File: src/logic/ctrl_params.svh
//////////////////////////////
// controller encoding widths
// shared sizes for the fsm, hazard and forwarding logic
//////////////////////////////

`ifndef CTRL_PARAMS_SVH
`define CTRL_PARAMS_SVH

// controller state register width
`define CTRL_STATE_W  3

// pc source select towards the fetch stage
`define CTRL_PC_MUX_W 3

// operand forwarding select
`define CTRL_FW_SEL_W 2

// jump class code from the decoder
`define CTRL_JUMP_W   2

// source operands a, b and c; match flags use these bit positions
`define CTRL_NUM_OPS  3
`define CTRL_OP_A     0
`define CTRL_OP_B     1

`endif

File: src/logic/ctrl_pkg.sv
//////////////////////////////
// controller type package
// state, pc source, forwarding and jump encodings
//////////////////////////////

`include "ctrl_params.svh"

package ctrl_pkg;

  // main controller states
  typedef enum logic [`CTRL_STATE_W-1:0] {
    RESET       = 3'd0,
    BOOT_SET    = 3'd1,
    SLEEP       = 3'd2,
    FIRST_FETCH = 3'd3,
    DECODE      = 3'd4,
    FLUSH_EX    = 3'd5,
    FLUSH_WB    = 3'd6
  } ctrl_state_e;

  // pc source for the fetch stage
  // code 3'b001 is the sequential pc, never selected from here
  typedef enum logic [`CTRL_PC_MUX_W-1:0] {
    PC_BOOT      = 3'b000,
    PC_JUMP      = 3'b010,
    PC_BRANCH    = 3'b011,
    PC_EXCEPTION = 3'b100,
    PC_ERET      = 3'b101
  } pc_mux_e;

  // operand source in the id stage
  typedef enum logic [`CTRL_FW_SEL_W-1:0] {
    SEL_REGFILE = 2'b00,
    SEL_FW_EX   = 2'b01,
    SEL_FW_WB   = 2'b10
  } fw_sel_e;

  // jump class of the instruction in decode
  typedef enum logic [`CTRL_JUMP_W-1:0] {
    BRANCH_NONE = 2'b00,
    BRANCH_JAL  = 2'b01,
    BRANCH_JALR = 2'b10,
    BRANCH_COND = 2'b11
  } jump_kind_e;

endpackage

File: src/logic/core_controller.sv
//////////////////////////////
// core controller top
// ties the fsm to the hazard and forwarding logic
//////////////////////////////

`timescale 1ns/1ns

`include "ctrl_params.svh"

module core_controller
(
  input  logic                     clk,
  input  logic                     rst_n,
  // fsm control
  input  logic                     fetch_enable_i,
  input  logic                     instr_valid_i,
  input  logic                     branch_taken_ex_i,
  input  ctrl_pkg::jump_kind_e     jump_in_dec_i,
  input  logic                     exc_req_i,
  input  logic                     eret_insn_i,
  input  logic                     pipe_flush_i,
  input  logic                     illegal_insn_i,
  input  logic                     id_valid_i,
  input  logic                     ex_valid_i,
  input  logic                     wb_valid_i,
  // write-back paths and match flags
  input  logic                     data_req_ex_i,
  input  logic                     data_misaligned_i,
  input  logic                     regfile_we_ex_i,
  input  logic                     regfile_we_wb_i,
  input  logic                     regfile_alu_we_fw_i,
  input  logic [`CTRL_NUM_OPS-1:0] ex_match_i,
  input  logic [`CTRL_NUM_OPS-1:0] wb_match_i,
  input  logic [`CTRL_NUM_OPS-1:0] alu_match_i,
  // fetch and exception control
  output logic                     core_busy_o,
  output logic                     is_decoding_o,
  output logic                     instr_req_o,
  output logic                     pc_set_o,
  output ctrl_pkg::pc_mux_e        pc_mux_o,
  output logic                     exc_ack_o,
  output logic                     exc_save_id_o,
  output logic                     exc_restore_id_o,
  output logic                     halt_if_o,
  output logic                     halt_id_o,
  // stalls and operand selects
  output logic                     deassert_we_o,
  output logic                     load_stall_o,
  output logic                     jr_stall_o,
  output logic                     misaligned_stall_o,
  output ctrl_pkg::fw_sel_e        operand_a_fw_sel_o,
  output ctrl_pkg::fw_sel_e        operand_b_fw_sel_o,
  output ctrl_pkg::fw_sel_e        operand_c_fw_sel_o
);

  import ctrl_pkg::*;

  //////////////////////////////
  // control fsm
  //////////////////////////////
  ctrl_fsm u_fsm (
    .clk               (clk),
    .rst_n             (rst_n),
    .fetch_enable_i    (fetch_enable_i),
    .instr_valid_i     (instr_valid_i),
    .branch_taken_ex_i (branch_taken_ex_i),
    .jump_in_dec_i     (jump_in_dec_i),
    .exc_req_i         (exc_req_i),
    .eret_insn_i       (eret_insn_i),
    .pipe_flush_i      (pipe_flush_i),
    // jalr waits here until its source is written
    .jr_stall_i        (jr_stall_o),
    .id_valid_i        (id_valid_i),
    .ex_valid_i        (ex_valid_i),
    .wb_valid_i        (wb_valid_i),
    .core_busy_o       (core_busy_o),
    .is_decoding_o     (is_decoding_o),
    .instr_req_o       (instr_req_o),
    .pc_set_o          (pc_set_o),
    .pc_mux_o          (pc_mux_o),
    .exc_ack_o         (exc_ack_o),
    .exc_save_id_o     (exc_save_id_o),
    .exc_restore_id_o  (exc_restore_id_o),
    .halt_if_o         (halt_if_o),
    .halt_id_o         (halt_id_o)
  );

  //////////////////////////////
  // stalls and forwarding
  //////////////////////////////
  hazard_unit u_hazard (
    .is_decoding_i       (is_decoding_o),
    .illegal_insn_i      (illegal_insn_i),
    .data_req_ex_i       (data_req_ex_i),
    .jump_in_dec_i       (jump_in_dec_i),
    .regfile_we_ex_i     (regfile_we_ex_i),
    .regfile_we_wb_i     (regfile_we_wb_i),
    .regfile_alu_we_fw_i (regfile_alu_we_fw_i),
    .ex_match_i          (ex_match_i),
    .wb_match_i          (wb_match_i),
    .alu_match_i         (alu_match_i),
    .load_stall_o        (load_stall_o),
    .jr_stall_o          (jr_stall_o),
    .deassert_we_o       (deassert_we_o)
  );

  forward_unit u_forward (
    .regfile_we_wb_i     (regfile_we_wb_i),
    .regfile_alu_we_fw_i (regfile_alu_we_fw_i),
    .wb_match_i          (wb_match_i),
    .alu_match_i         (alu_match_i),
    .data_misaligned_i   (data_misaligned_i),
    .operand_a_fw_sel_o  (operand_a_fw_sel_o),
    .operand_b_fw_sel_o  (operand_b_fw_sel_o),
    .operand_c_fw_sel_o  (operand_c_fw_sel_o)
  );

  // lsu holds the pipeline while the second half of a misaligned access issues
  assign misaligned_stall_o = data_misaligned_i;

endmodule

File: src/logic/ctrl_fsm.sv
//////////////////////////////
// main control fsm
// boot, decode, flush and sleep sequencing
// with pc redirection and pipeline halts
//////////////////////////////

`timescale 1ns/1ns

module ctrl_fsm
(
  input  logic                 clk,
  input  logic                 rst_n,
  input  logic                 fetch_enable_i,
  input  logic                 instr_valid_i,
  input  logic                 branch_taken_ex_i,
  input  ctrl_pkg::jump_kind_e jump_in_dec_i,
  input  logic                 exc_req_i,
  input  logic                 eret_insn_i,
  input  logic                 pipe_flush_i,
  input  logic                 jr_stall_i,
  input  logic                 id_valid_i,
  input  logic                 ex_valid_i,
  input  logic                 wb_valid_i,
  output logic                 core_busy_o,
  output logic                 is_decoding_o,
  output logic                 instr_req_o,
  output logic                 pc_set_o,
  output ctrl_pkg::pc_mux_e    pc_mux_o,
  output logic                 exc_ack_o,
  output logic                 exc_save_id_o,
  output logic                 exc_restore_id_o,
  output logic                 halt_if_o,
  output logic                 halt_id_o
);

  import ctrl_pkg::*;

  ctrl_state_e state_q;
  ctrl_state_e state_d;

  // set once a jump has redirected the pc, cleared when id moves on
  logic jump_done_q;
  logic jump_done_d;

  //////////////////////////////
  // next state and outputs
  //////////////////////////////
  always_comb
  begin
    // defaults for a running core
    state_d          = state_q;
    jump_done_d      = jump_done_q;
    instr_req_o      = 1'b1;
    core_busy_o      = 1'b1;
    is_decoding_o    = 1'b0;
    pc_set_o         = 1'b0;
    pc_mux_o         = PC_BOOT;
    exc_ack_o        = 1'b0;
    exc_save_id_o    = 1'b0;
    exc_restore_id_o = 1'b0;
    halt_if_o        = 1'b0;
    halt_id_o        = 1'b0;

    unique case (state_q)
      // idle after reset until fetching is enabled
      RESET:
      begin
        instr_req_o = 1'b0;
        core_busy_o = 1'b0;
        if (fetch_enable_i)
          state_d = BOOT_SET;
      end

      // load the boot address into the fetch pc, single cycle
      BOOT_SET:
      begin
        pc_set_o = 1'b1;
        pc_mux_o = PC_BOOT;
        state_d  = FIRST_FETCH;
      end

      // core idle, woken by fetch enable or a pending exception
      SLEEP:
      begin
        instr_req_o = 1'b0;
        core_busy_o = 1'b0;
        if (fetch_enable_i || exc_req_i)
          state_d = FIRST_FETCH;
      end

      // wait for the first instruction to reach id
      FIRST_FETCH:
      begin
        if (id_valid_i)
          state_d = DECODE;

        // exception arriving while waking up
        if (exc_req_i)
        begin
          pc_set_o      = 1'b1;
          pc_mux_o      = PC_EXCEPTION;
          exc_ack_o     = 1'b1;
          exc_save_id_o = 1'b1;
        end
      end

      DECODE:
      begin
        // only decode when no taken branch sits in ex
        if (instr_valid_i && !branch_taken_ex_i)
        begin
          is_decoding_o = 1'b1;

          if (jump_in_dec_i == BRANCH_JAL || jump_in_dec_i == BRANCH_JALR)
          begin
            // target is known in decode, redirect once
            pc_mux_o = PC_JUMP;
            if (!jr_stall_i && !jump_done_q)
            begin
              pc_set_o    = 1'b1;
              jump_done_d = 1'b1;
            end
          end
          else if (exc_req_i)
          begin
            pc_set_o      = 1'b1;
            pc_mux_o      = PC_EXCEPTION;
            exc_ack_o     = 1'b1;
            // keep the current instruction out of ex
            halt_id_o     = 1'b1;
            exc_save_id_o = 1'b1;
          end

          // return from exception
          if (eret_insn_i)
          begin
            pc_set_o         = 1'b1;
            pc_mux_o         = PC_ERET;
            exc_restore_id_o = 1'b1;
          end

          // wfi, or eret back into sleep
          if (pipe_flush_i || (eret_insn_i && !fetch_enable_i))
          begin
            halt_if_o = 1'b1;
            halt_id_o = 1'b1;
            state_d   = FLUSH_EX;
          end
        end

        // taken branch in ex wins over anything in id
        if (branch_taken_ex_i)
        begin
          pc_set_o      = 1'b1;
          pc_mux_o      = PC_BRANCH;
          is_decoding_o = 1'b0;
        end
      end

      // drain ex
      FLUSH_EX:
      begin
        halt_if_o = 1'b1;
        if (ex_valid_i)
          state_d = FLUSH_WB;
      end

      // drain wb, then sleep or resume
      FLUSH_WB:
      begin
        if (!fetch_enable_i)
        begin
          halt_if_o = 1'b1;
          if (wb_valid_i)
            state_d = SLEEP;
        end
        else if (id_valid_i)
        begin
          state_d = DECODE;
        end
      end

      default:
      begin
        instr_req_o = 1'b0;
        state_d     = RESET;
      end
    endcase
  end

  //////////////////////////////
  // state registers
  //////////////////////////////
  always_ff @(posedge clk or negedge rst_n)
  begin
    if (!rst_n)
    begin
      state_q     <= RESET;
      jump_done_q <= 1'b0;
    end
    else
    begin
      state_q     <= state_d;
      jump_done_q <= jump_done_d & ~id_valid_i;
    end
  end

  // ex cannot resolve two taken branches back to back without prediction in if
  assert property (@(posedge clk) disable iff (!rst_n)
    branch_taken_ex_i |=> !branch_taken_ex_i)
    else $error("taken branches in consecutive cycles");

endmodule

File: src/logic/forward_unit.sv
//////////////////////////////
// operand forwarding
// per-operand source select for a, b and c
//////////////////////////////

`timescale 1ns/1ns

`include "ctrl_params.svh"

module forward_unit
(
  input  logic                     regfile_we_wb_i,
  input  logic                     regfile_alu_we_fw_i,
  input  logic [`CTRL_NUM_OPS-1:0] wb_match_i,
  input  logic [`CTRL_NUM_OPS-1:0] alu_match_i,
  input  logic                     data_misaligned_i,
  output ctrl_pkg::fw_sel_e        operand_a_fw_sel_o,
  output ctrl_pkg::fw_sel_e        operand_b_fw_sel_o,
  output ctrl_pkg::fw_sel_e        operand_c_fw_sel_o
);

  import ctrl_pkg::*;

  // select per operand, index matches the match flag bits
  fw_sel_e fw_sel [`CTRL_NUM_OPS];

  always_comb
  begin
    for (int i = 0; i < `CTRL_NUM_OPS; i++)
    begin
      // the alu result is younger than wb, so it has priority
      if (regfile_alu_we_fw_i && alu_match_i[i])
        fw_sel[i] = SEL_FW_EX;
      else if (regfile_we_wb_i && wb_match_i[i])
        fw_sel[i] = SEL_FW_WB;
      else
        fw_sel[i] = SEL_REGFILE;
    end

    // second half of a misaligned access reuses the address from ex
    if (data_misaligned_i)
    begin
      fw_sel[`CTRL_OP_A] = SEL_FW_EX;
      fw_sel[`CTRL_OP_B] = SEL_REGFILE;
    end
  end

  assign operand_a_fw_sel_o = fw_sel[0];
  assign operand_b_fw_sel_o = fw_sel[1];
  assign operand_c_fw_sel_o = fw_sel[2];

  // the id operand mux only decodes three sources
  always_comb
  begin
    assert final (operand_a_fw_sel_o inside {SEL_REGFILE, SEL_FW_EX, SEL_FW_WB} &&
                  operand_b_fw_sel_o inside {SEL_REGFILE, SEL_FW_EX, SEL_FW_WB} &&
                  operand_c_fw_sel_o inside {SEL_REGFILE, SEL_FW_EX, SEL_FW_WB})
      else $error("forwarding select out of range");
  end

endmodule

File: src/logic/hazard_unit.sv
//////////////////////////////
// hazard detection
// load-use and jump-register stalls, write-enable kill
//////////////////////////////

`timescale 1ns/1ns

`include "ctrl_params.svh"

module hazard_unit
(
  input  logic                     is_decoding_i,
  input  logic                     illegal_insn_i,
  input  logic                     data_req_ex_i,
  input  ctrl_pkg::jump_kind_e     jump_in_dec_i,
  input  logic                     regfile_we_ex_i,
  input  logic                     regfile_we_wb_i,
  input  logic                     regfile_alu_we_fw_i,
  input  logic [`CTRL_NUM_OPS-1:0] ex_match_i,
  input  logic [`CTRL_NUM_OPS-1:0] wb_match_i,
  input  logic [`CTRL_NUM_OPS-1:0] alu_match_i,
  output logic                     load_stall_o,
  output logic                     jr_stall_o,
  output logic                     deassert_we_o
);

  import ctrl_pkg::*;

  // operand a of a jalr is still in flight on one of the write paths
  logic rs1_pending;

  // load in ex writing any source of the id instruction
  assign load_stall_o = data_req_ex_i & regfile_we_ex_i & (|ex_match_i);

  assign rs1_pending = (regfile_we_wb_i     & wb_match_i[`CTRL_OP_A]) |
                       (regfile_we_ex_i     & ex_match_i[`CTRL_OP_A]) |
                       (regfile_alu_we_fw_i & alu_match_i[`CTRL_OP_A]);

  // jalr target comes from operand a, wait until it is written back
  assign jr_stall_o = (jump_in_dec_i == BRANCH_JALR) & rs1_pending;

  // kill register writes of anything that must not retire now
  // fsm state does not matter, outside decode the kill is set anyway
  assign deassert_we_o = ~is_decoding_i | illegal_insn_i | load_stall_o | jr_stall_o;

  // a stalled instruction must never write the register file
  always_comb
  begin
    assert final (!(load_stall_o || jr_stall_o) || deassert_we_o)
      else $error("stall without write-enable kill");
  end

endmodule

File: config.mk
export PLATFORM = sky130hd
export DESIGN_NAME = core_controller
export DESIGN_NICKNAME = d
export VERILOG_FILES = /design/src/logic/ctrl_pkg.sv /design/src/logic/core_controller.sv /design/src/logic/ctrl_fsm.sv /design/src/logic/forward_unit.sv /design/src/logic/hazard_unit.sv
export VERILOG_INCLUDE_DIRS = /design/src /design/src/logic
export SDC_FILE = /design/constraint.sdc
export NUM_CORES = 1
export LEC_CHECK = 0
export BUFFER_PORTS_ARGS = -buffer_cell sky130_fd_sc_hd__buf_2
export CAP_MARGIN = 20
export CORE_UTILIZATION = 35
export DETAILED_ROUTE_END_ITERATION = 10
export GPL_TIMING_DRIVEN = 1
export PLACE_DENSITY = 0.83
export SKIP_CTS_REPAIR_TIMING = 1
export SKIP_LAST_GASP = 1
export SYNTH_ARGS = -nofsm -noshare
export SYNTH_HDL_FRONTEND = slang
export SYNTH_SLANG_ARGS = --single-unit
File: constraint.sdc
create_clock -name clk -period 1.4 [get_ports clk]
set_input_delay 0.07 -clock clk [delete_from_list [all_inputs] [get_ports clk]]
set_output_delay 0.07 -clock clk [all_outputs]
set_load 0.05 [all_outputs]
Word-level counts from Yosys, hierarchy flattened
Index checks and enable logic that the tools add are counted.
{ "classes": {"n_eq_ne": 14, "n_mux": 51, "n_reduce_logical": 21, "bitwise": 14} }
{ "op_table": {"columns": ["op", "n"], "rows": [
  ["$mux 3", 13],
  ["$mux 1", 26],
  ["$pmux 3 s7", 1],
  ["$mux 2", 6],
  ["$eq 3x3->1 const B", 3],
  ["$logic_and 1x1->1", 9],
  ["$and 1x1->1", 7],
  ["$eq 3x2->1 const B", 2],
  ["$ne 2x1->1 const B", 3],
  ["$pmux 1 s3", 2],
  ["$pmux 3 s2", 1],
  ["$reduce_and 6->1", 1],
  ["$or 1x1->1", 5],
  ["$reduce_or 5->1", 1],
  ["$logic_not 1->1", 4],
  ["$mux 4", 1],
  ["$ne 2x2->1 const B", 2],
  ["$eq 3x1->1 const B", 1],
  ["$logic_not 3->1", 1],
  ["$logic_or 1x1->1", 3],
  ["$ne 3x3->1 const B", 1],
  ["$reduce_or 3->1", 1],
  ["$eq 2x1->1 const B", 1],
  ["$eq 2x2->1 const B", 1],
  ["3 further kinds", 4]
]} }
{ "word_totals": {"wordCells": 102, "input_bits": 28, "regBits": 4, "output_inout_bits": 22} }

Longest topological paths before layout
Gate-level depths: netlist of the first run.
{ "depth": {"ltp_word": 12, "mapped_depth": 5, "depth_no_buf": 5} }

By module
A second synthesis of the first run with hierarchy kept.
{ "hier_totals": {"hier_cells": 81, "hier_area_um2": 573.0} }
{ "modules_own_cells": {"columns": ["mod", "area_each_um2", "seq_area_each_um2", "instances", "cells_per_inst"], "rows": [
  ["ctrl_fsm", 469.2, 100.1, 1, 63],
  ["forward_unit", 50.0, 0.0, 1, 10],
  ["hazard_unit", 46.3, 0.0, 1, 7],
  ["core_controller", 7.5, 0.0, 1, 1]
]} }

Worst setup path after synthesis of the first run
Ideal clock, no wire load.
{ "synth_path": {"path_type": "register to output", "from": "register u_fsm.state_q[0]", "to": "output port pc_mux_o[2]", "arrival_time_ns": 2.445, "slack_ns": -1.115, "t_required_ns": 1.330, "stages_incl_launch_ff": 4, "n_path_buf": 0, "cell_sequence": "dfrtp_1 > nand4bb_1 > o32ai_1 > or2_2"} }
{ "synth_via": {"elab_chain_len": 2, "word_cells_on_any_way": 3, "classes_between": "2 x eq/ne; 1 x mux"} }
{ "synth_rtl": {"columns": ["item", "line_no", "text"], "rows": [
  ["start: declaration", "ctrl_fsm.sv:38", "ctrl_state_e state_q;"],
  ["start signal: assignment", "ctrl_fsm.sv:203", "state_q <= state_d;"],
  ["$eq 3x3->1 / $eq 3x2->1 (equally long branches)", "ctrl_fsm.sv:64", "unique case (state_q)"],
  ["$pmux 3 s2 (*)", "ctrl_fsm.sv:64", null],
  ["end: declaration", "core_controller.sv:40", "output ctrl_pkg::pc_mux_e pc_mux_o,"]
]} }
Mark *: on every way between the ends. The rest lies on a longest branch, timed or not.

Final worst setup path of the first run
{ "layout_path": {"from": "register u_fsm.state_q[0]", "to": "output port deassert_we_o"} }
{ "layout_via": {"elab_chain_len": 6} }
{ "layout_rtl": {"columns": ["item", "line_no", "text"], "rows": [
  ["$eq 3x3->1", "ctrl_fsm.sv:64", null],
  ["$mux 1", "ctrl_fsm.sv:64", null],
  ["$not 1->1", "hazard_unit.sv:44", "assign deassert_we_o = ~is_decoding_i | illegal_insn_i | load_stall_o | jr_stall_o;"],
  ["$or 1x1->1 (3 in series)", "hazard_unit.sv:44", null],
  ["end: declaration", "core_controller.sv:47", "output logic deassert_we_o,"]
]} }
No other way between the ends.

==> metrics.cfg, run 1 <==
[yosys]
synthesis.area_per_instance_um2=7.11
synth_top_area_cell=sky130_fd_sc_hd__dfrtp_1
synth.top_cells.by_area=sky130_fd_sc_hd__dfrtp_1, sky130_fd_sc_hd__o21ai_0, sky130_fd_sc_hd__nand2_1
number_of_flops_mapped_to_enable_cells_by_yosys=0
synth_flop_cell=sky130_fd_sc_hd__dfrtp_1
netlist_area_um2=533
synthTopCellsByCount=sky130_fd_sc_hd__nand2_1, sky130_fd_sc_hd__nor2_1, sky130_fd_sc_hd__o21ai_0
yosys.cell_types.count=34
ys_async_rst_share_pct=100
postSynthRegisterBits=4
synthDominantCellAreaShare_pct=18.8
synth_seq_area_share_pct=18.8
synthesis.yosys.warnings=0
synth_nets=104
synthCells=75

[global_route]
global_route_wire_length_before_repair_mm=2.70
grt_start_max_net_pins=14
track_usage_pct=24.9
grt_antenna_before_repair=0
via_count_of_the_first_global_routing_pass=718
overflow=0

[clock_tree]
clock_tree.buffer_depth=2
total_number_of_h_tree_levels=1
clock_insertion_delay_worst_skew_ns=0.24
tritoncts=yes
clock-root-buffer=sky130_fd_sc_hd__clkbuf_4
tritoncts_sink_count=4
cts_inserted_buffers=3
clk_pin_slew_worst_paths_ns=0.03

[timing]
setup_violations=12
fin_tns_setup_ns=-1.58
final-hold-violation-count=0
max_slew.worst_pin.slew_ns=0.623
timing.final.ws_setup_ns=-0.329
final_count_of_pins_violating_max_slew=0
timing.final.crit_share_pct=123
timing.clock.skew_ns=0.00822
layout_min_cycle_time_ns=1.73
fmax_ghz=0.578
rsz0062_at_grt=yes
max_slew_margin_pct=58.0

[power_and_ir_drop]
seqPwrFrac_pct=10.4
internal_power_w=0.000950
vdd_drop_max_mv=1.52
p_comb_share_pct=81.9
switching_share_pct=50.4
power.static_leakage_nw=0.556
power.clock.fraction_pct=7.7
cellPowerDensity_nw_per_um2=1750
power.switching_w=0.000966

[placed_design]
port-buffer-count=49
detailed_place_hpwl_mm=1.56
gp_routability_congestion=0.779

[routing]
wire_per_inst_um=13.5
dr.pass1.iters=4
antenna_violating_nets_post_route=0
via_count=847
route.detailed.vias_per_inst=5.46
routed_wirelength_mm=2.09
detail_route.iter0.violations=9
drcViolationCount=0

[floorplanning]
initial_utilization_pct=39.0
floorplan.die.width_um=41.0
rows=13
die_area_um2=1680
design.portCount=50
die_y_um=41.0
placeableCoreArea_um2=1370

[hold_path]
hp-class=in2reg

[finish]
antennaDiodeCount=0
layout.core_utilization_pct=80.3
layout-drive-gt1-share_pct=60.0
final_net_count=171
synthToLayoutAreaGrowth_pct=106

[status]
status=finished with violations
failed_checks=negative setup slack

[job]
timing.max_cap.violations=0

[setup_path]
worst-setup-path-type=reg2out
cp_max_fanout=3
worst_ep_required_time_ns=1.33
setup.worst_path.start_class=flip-flop
cp-end-kind=output port
worst_ep_arrival_time_ns=1.66

==> per-stage QoR <==
stage	setup slack (ns)	power (W)	area (um2)	cells	hold slack (ns)
4_1_cts	-0.369	0.00170	972	152	-0.385
5_1_grt	-0.393	0.00202	1100	155	0.131
6_report	-0.329	0.00192	1100	155	0.108
2_1_floorplan	-0.260	0.00117	604	75	-0.226
3_3_place_gp	-0.0633	0.00150	950	149	-0.124
3_5_place_dp	-0.0996	0.00154	950	149	-0.122
==> flip-flops by register name (all words and copies together), names as in the netlist <==
name	flops
u_fsm.state_q	3
u_fsm.jump_done_q	1
==> worst paths after layout <==
| path | from | to | slack (ns) | cells past startpoint |
|---|---|---|---|---|
| worst min register to register | u_fsm.jump_done_q | u_fsm.jump_done_q | 0.48 | 2 |
| max in group asynchronous | rst_n | u_fsm.state_q[0] | 1.12 | 2 |
| min in group asynchronous | rst_n | u_fsm.state_q[1] | 0.16 | 2 |
| worst max register to register | u_fsm.state_q[0] | u_fsm.jump_done_q | 0.09 | 4 |
| worst max-delay path | u_fsm.state_q[0] | deassert_we_o | -0.33 | 4 |
| worst min-delay path | id_valid_i | u_fsm.jump_done_q | 0.11 | 2 |
==> critical path, stage by stage (launching register included) <==
cell and delay [ns]:
sky130_fd_sc_hd__dfrtp_1 0.39, sky130_fd_sc_hd__nor3b_2 0.23, sky130_fd_sc_hd__nand2_1 0.11, sky130_fd_sc_hd__or4_4 0.52
sky130_fd_sc_hd__buf_6 0.17
==> cell type report <==
type	instances	area, um2
tap	15	18.8
multi-input combinational	62	469
inverter	4	15.0
clock buffer	3	22.5
fill	92	269
timing repair buffer	67	472
sequential	4	100
==> power by group through the flow <==
stage / logic, W / registers, W / clock network, W
2_1_floorplan: 0.000960 / 0.000213 / 0
3_3_place_gp: 0.00131 / 0.000193 / 0
3_5_place_dp: 0.00134 / 0.000197 / 0
4_1_cts: 0.00135 / 0.000195 / 0.000157
5_1_grt: 0.00166 / 0.000202 / 0.000159
6_report: 0.00157 / 0.000200 / 0.000147
==> kinds of logic after synthesis <==
group	Yosys count	share of synthesized area [%]
AND/OR/NAND/NOR	38	40.6
AO/OA/AOI/OAI	23	30.3
buffers and inverters	9	7.98
flip-flops	4	18.8
adder cells (fa/ha/maj)	1	2.35
==> layer usage <==
layer / wire, um / vias up / track usage (%)
met2: 1080 / 43 / 44.9
li1: - / 405 / -
met5: 0 / - / 0
met4: 68 / 0 / 17.5
met3: 128 / 6 / 6.52
met1: 819 / 393 / 24.0
==> layout by cell type, fill, tap and decap left out, types with 2 or more instances in the layout <==
cell type,count
sky130_fd_sc_hd__buf_8,2
sky130_fd_sc_hd__nand2_1,8
sky130_fd_sc_hd__o21ai_0,6
sky130_fd_sc_hd__nor2_1,7
sky130_fd_sc_hd__nand3_1,3
sky130_fd_sc_hd__clkbuf_4,3
sky130_fd_sc_hd__buf_2,36
sky130_fd_sc_hd__buf_4,17
sky130_fd_sc_hd__or2_4,2
sky130_fd_sc_hd__inv_1,4
sky130_fd_sc_hd__dfrtp_1,4
sky130_fd_sc_hd__buf_6,11
sky130_fd_sc_hd__nand3b_1,2
sky130_fd_sc_hd__nand2b_1,2
sky130_fd_sc_hd__a21oi_1,2
sky130_fd_sc_hd__a21o_1,3
sky130_fd_sc_hd__nor2b_1,3
(Power assumes the default switching activity.)
==> run 2: changes to the inputs <==
- clock period: 1.4 -> 1.6 ns (I/O delays scaled with it)
==> metrics.cfg, run 2 (synthesized netlist as in run 1, its figures left out) <==
[status]
status=finished with violations
failed_checks=negative setup slack

[clock_tree]
clock_insertion_delay_worst_skew_ns=0.23  ; about the same
tritoncts_sink_count=4  ; unchanged
tritoncts=yes
clk_pin_slew_worst_paths_ns=0.04  ; about the same
cts_inserted_buffers=3  ; unchanged
total_number_of_h_tree_levels=1  ; unchanged
clock-root-buffer=sky130_fd_sc_hd__clkbuf_4
clock_tree.buffer_depth=2  ; unchanged

[routing]
routed_wirelength_mm=2.08  ; -0.62%
detail_route.iter0.violations=11  ; +2
via_count=818  ; -3.4%
antenna_violating_nets_post_route=0  ; unchanged
wire_per_inst_um=13.7  ; +1.3%
drcViolationCount=0  ; unchanged
route.detailed.vias_per_inst=5.38  ; -1.5%
dr.pass1.iters=4  ; unchanged

[floorplanning]
die_area_um2=1680  ; unchanged
placeableCoreArea_um2=1370  ; unchanged
initial_utilization_pct=39.0  ; unchanged
rows=13  ; unchanged
floorplan.die.width_um=41.0  ; unchanged
die_y_um=41.0  ; unchanged
design.portCount=50  ; unchanged

[finish]
layout-drive-gt1-share_pct=58.4  ; -1.6 points
antennaDiodeCount=0  ; unchanged
synthToLayoutAreaGrowth_pct=93.0
final_net_count=168  ; -1.8%
largest-register=u_fsm.state_q
largest_registers=u_fsm.state_q x3, u_fsm.jump_done_q x1
final_common_cell=sky130_fd_sc_hd__buf_2
number_of_flip_flops_under_the_largest_register_name=3  ; unchanged
layout.core_utilization_pct=75.3  ; -5.0 points
final_design_area_no_fill_um2=1030  ; -6.3%
mostFrequentLayoutCells=sky130_fd_sc_hd__buf_2, sky130_fd_sc_hd__buf_4, sky130_fd_sc_hd__nand2_1

[placed_design]
gp_routability_congestion=0.872  ; +12%
place_worst_setup_slack_ns=0.0331  ; +0.133 ns
dpl_cell_area_um2=891  ; -6.2%
detailed_place_hpwl_mm=1.52  ; -2.5%
port-buffer-count=49  ; unchanged

[timing]
timing.final.crit_share_pct=108
fin_hold_ws_ns=0.125  ; +0.0175 ns
setup_violations=5  ; -7
final_count_of_pins_violating_max_slew=0  ; unchanged
max_slew.worst_pin.slew_ns=0.553  ; -0.0697 ns
rsz0062_at_grt=yes
final-hold-violation-count=0  ; unchanged
timing.final.ws_setup_ns=-0.122  ; +0.206 ns
fmax_ghz=0.581
max_slew_margin_pct=62.7  ; +4.7 points
timing.clock.skew_ns=0.00126  ; -0.00696 ns
fin_tns_setup_ns=-0.372  ; +1.21 ns
layout_min_cycle_time_ns=1.72

[setup_path]
cp-end-kind=output port
worst_ep_arrival_time_ns=1.64  ; -0.02 ns
worst-setup-path-type=reg2out
cp_max_fanout=3  ; unchanged
setup.worst_path.start_class=flip-flop
timing.critical_path.slowest_cell_delay_ns=0.41  ; -0.11 ns
path_cells=buf_4, nand4bb_4, o32ai_4, or2_4, buf_8
worst_ep_required_time_ns=1.52  ; +0.19 ns
timing.critical_path.slowest_stage_cell=sky130_fd_sc_hd__dfrtp_2

[power_and_ir_drop]
power.static_leakage_nw=0.536  ; -3.6%
cellPowerDensity_nw_per_um2=1630  ; -6.7%
vdd_drop_max_mv=1.27  ; -16%

[global_route]
grt_antenna_before_repair=0  ; unchanged
groute.layer.met1.usage_pct=22.7  ; -1.3 points
via_count_of_the_first_global_routing_pass=653  ; -9.1%
grtUsageMet3_pct=3.26  ; -3.3 points
gr-max-usage-layer=met2
global_route_wire_length_before_repair_mm=2.52  ; -6.6%
overflow=0  ; unchanged
track_usage_pct=23.2  ; -1.7 points
grtUsageMet2_pct=46.5  ; +1.6 points
grt_start_max_net_pins=15  ; +1

[hold_path]
hp-class=in2reg

[job]
timing.max_cap.violations=0  ; unchanged

[run 2: cell count changes in the layout (fill, tap and decap cells not counted), sizes merged]
cell  change
buf       -3
[run 2: final timing paths]
path / startpoint / endpoint / slack (ns) / cells after the start
hold / removal: id_valid_i / u_fsm.jump_done_q / 0.13 / 2
hold reg to reg: u_fsm.jump_done_q / u_fsm.jump_done_q / 0.49 / 2
setup / recovery: u_fsm.state_q[0] / pc_mux_o[2] / -0.12 / 5
max in group asynchronous: rst_n / u_fsm.state_q[0] / 1.29 / 2
min in group asynchronous: rst_n / u_fsm.state_q[1] / 0.18 / 2
setup reg to reg: u_fsm.state_q[0] / u_fsm.state_q[0] / 0.26 / 5
[run 2: power by group]
part / switching (W) / internal, W
sequential: 0.0000404 / 0.000143
combinational: 0.000771 / 0.000598
clock: 0.0000402 / 0.0000838
[run 2: layout make-up]
class                      count  area (um2)
clock buffer                   3        22.5
fill                         112         338
inverter                       4        15.0
multi-input combinational     62         452
sequential                     4         101
tap                           15        18.8
timing repair buffer          64         419
[run 2: worst max-delay path, delay by kind of cell (launching register included)]
| family | cells | cell delay, ns |
|---|---|---|
| simple gates | 2 | 0.42 |
| compound gates | 1 | 0.30 |
| buf+inv | 2 | 0.28 |
| flops | 1 | 0.41 |
[run 2: layer usage]
layer	wire, um	vias to the layer above
li1	-	404
met1	780	371
met2	1130	41
met3	148	2
met4	14	0
met5	0	-
[run 2: through the flow]
step / total power, W / cells
finish: 0.00168 / 152
CTS: 0.00141 / 146
global route: 0.00176 / 152
global placement: 0.00125 / 143
detailed placement: 0.00127 / 143
floorplan: 0.000984 / 75
==> run 3: changes to the inputs <==
- CELL_PAD_IN_SITES_DETAIL_PLACEMENT: default -> 1
- CELL_PAD_IN_SITES_GLOBAL_PLACEMENT: default -> 2
- CORE_UTILIZATION: 35 -> 16
==> metrics.cfg, run 3 (synthesized netlist as in run 1, its figures left out) <==
[setup_path]
worst-r2r-setup-slack_ns=0.16  ; -0.10 ns
timing.critical_path.slowest_cell_delay_ns=0.51  ; +0.10 ns
path_depth=4  ; -1
path_cells=nor3b_4, nand2_2, or4_4, buf_6
setup.worst_path.start_class=flip-flop
cp-end-kind=output port
critical_path.n_buffers_inverters=1  ; -1
startpoint=u_fsm.state_q[0]
worst_ep_arrival_time_ns=1.70  ; +0.06 ns
worst_path_dominant_cell_family=simple AND/OR/NAND/NOR gates
worst-setup-path-type=reg2out
r2r-start=u_fsm.state_q[0]
worst_ep_required_time_ns=1.52  ; about the same
critical_path.endpoint=deassert_we_o
crit-reg2reg-capture=u_fsm.jump_done_q
rr_worst_depth=5  ; unchanged
timing.critical_path.slowest_stage_cell=sky130_fd_sc_hd__or4_4
cp_max_fanout=3  ; unchanged

[finish]
final_common_cell=sky130_fd_sc_hd__buf_2
antennaDiodeCount=0  ; unchanged
synthToLayoutAreaGrowth_pct=112
largest_registers=u_fsm.state_q x3, u_fsm.jump_done_q x1
number_of_flip_flops_under_the_largest_register_name=3  ; unchanged
mostFrequentLayoutCells=sky130_fd_sc_hd__buf_2, sky130_fd_sc_hd__buf_6, sky130_fd_sc_hd__nand2_1, sky130_fd_sc_hd__nor2_1, sky130_fd_sc_hd__buf_4
register_area_um2=103  ; +1.2%
final_design_area_no_fill_um2=1130  ; +9.9%
layout.filler_cells=402  ; +260%
final_net_count=166  ; -1.2%
layout-drive-gt1-share_pct=62.2  ; +3.8 points
multi_input_area_um2=484  ; +7.2%
largest-register=u_fsm.state_q

[routing]
dr.pass1.iters=4  ; unchanged
route.met3.wl_um=218  ; +47%
via_count=829  ; +1.3%
detail_route.wirelength.met1_um=930  ; +19%
wire_per_inst_um=13.7  ; +0.16%
antenna_violating_nets_post_route=0  ; unchanged
drcViolationCount=0  ; unchanged
maxUsedRoutingLayer=met4
detail_route.iter0.violations=35  ; +24
route.detailed.vias_per_inst=4.63  ; -14%
routed_wirelength_mm=2.45  ; +18%
dr_wl_met2_mm=1.28  ; +12%

[clock_tree]
clock_insertion_delay_worst_skew_ns=0.23  ; about the same
tritoncts_sink_count=4  ; unchanged
cts_inserted_buffers=3  ; unchanged
tritoncts=yes
total_number_of_h_tree_levels=1  ; unchanged
clock_tree.buffer_depth=2  ; unchanged
clock-root-buffer=sky130_fd_sc_hd__clkbuf_4
clk_pin_slew_worst_paths_ns=0.04  ; about the same

[timing]
fin_tns_setup_ns=-0.529  ; -0.157 ns
timing.final.crit_share_pct=111  ; +3.5 points
final_count_of_pins_violating_max_slew=0  ; unchanged
max_slew_margin_pct=64.0  ; +1.2 points
final-hold-violation-count=0  ; unchanged
fmax_ghz=0.562  ; -3.1%
max_slew.worst_pin.slew_ns=0.535  ; -0.0184 ns
timing.clock.skew_ns=0.00211  ; +0.000845 ns
timing.final.ws_setup_ns=-0.178  ; -0.0556 ns
rsz0062_at_grt=yes
setup_violations=5  ; unchanged
layout_min_cycle_time_ns=1.78  ; +0.0556 ns

[global_route]
grt_antenna_before_repair=0  ; unchanged
grt_start_max_net_pins=14  ; -1
overflow=0  ; unchanged
via_count_of_the_first_global_routing_pass=804  ; +23%
track_usage_pct=14.0  ; -9.2 points
global_route_wire_length_before_repair_mm=3.62  ; +44%

[status]
status=finished with violations
failed_checks=negative setup slack

[floorplanning]
floorplan.die.width_um=59.7  ; +46%
placeableCoreArea_um2=3100  ; +130%
die_y_um=59.7  ; +46%
rows=20  ; +7
initial_utilization_pct=17.2  ; -22 points
die_area_um2=3570  ; +110%
design.portCount=50  ; unchanged

[job]
timing.max_cap.violations=0  ; unchanged

[power_and_ir_drop]
power.static_leakage_nw=0.540  ; +0.74%
cellPowerDensity_nw_per_um2=1490  ; -8.4%
vdd_drop_max_mv=0.701  ; -45%
post-layout-total-power_w=0.00169  ; +0.62%

[placed_design]
dpl_cell_area_um2=935  ; +4.9%
port-buffer-count=49  ; unchanged
detailed_place_hpwl_mm=2.02  ; +32%
gp_routability_congestion=0.774  ; -11%

[hold_path]
hp-class=in2reg

[run 3: cell types whose count changed in the layout (fill, tap and decap cells not counted), sizes merged]
cell,change
buf,-4
clkbuf,+2
[run 3: per-stage QoR]
step / utilization [%] / setup WS [ns] / hold slack, ns / std cells
2_1_floorplan: - / -0.0806 / -0.216 / 75
3_3_place_gp: 30.1 / 0.0400 / -0.114 / 173
3_5_place_dp: 30.1 / -0.0379 / -0.110 / 173
4_1_cts: 30.8 / -0.301 / -0.362 / 176
5_1_grt: 36.4 / -0.249 / 0.149 / 179
6_report: 36.4 / -0.178 / 0.148 / 179
[run 3: cell type report]
type | instances | share of cell area, %
Multi-Input combinational cell | 62 | 42.9
Timing Repair Buffer | 62 | 39.9
Sequential cell | 4 | 9.08
Tap cell | 44 | 4.87
Clock buffer | 3 | 1.99
Inverter | 4 | 1.33
[run 3: how the worst min path moves through the flow]
| stage | start | to | slack, ns | depth (start not counted) |
|---|---|---|---|---|
| floorplan | rst_n | u_fsm.jump_done_q | -0.22 | 0 |
| global placement | rst_n | u_fsm.jump_done_q | -0.11 | 1 |
| detailed placement | rst_n | u_fsm.jump_done_q | -0.11 | 1 |
| CTS | rst_n | u_fsm.jump_done_q | -0.36 | 1 |
| global route | id_valid_i | u_fsm.jump_done_q | 0.15 | 2 |
| finish | id_valid_i | u_fsm.jump_done_q | 0.15 | 2 |
[run 3: power by group]
part           total, W  switching (W)  internal [W]
Combinational   0.00137       0.000777      0.000594
Clock          0.000121      0.0000375     0.0000837
Sequential     0.000195      0.0000495      0.000146
Total           0.00169       0.000864      0.000823
[run 3: layer usage]
layer / vias to the layer above / GRT usage, %
met1: 390 / 14.0
met3: 2 / 3.46
li1: 396 / -
met2: 41 / 26.3
met4: 0 / 6.98
met5: - / 0
[run 3: worst reg2reg max path, cell delays in order (launching register included)]
cell and delay [ns]:
sky130_fd_sc_hd__dfrtp_2 0.43, sky130_fd_sc_hd__nor3b_4 0.28, sky130_fd_sc_hd__nand2_2 0.08, sky130_fd_sc_hd__buf_4 0.14, sky130_fd_sc_hd__buf_6 0.12, sky130_fd_sc_hd__o41ai_2 0.29
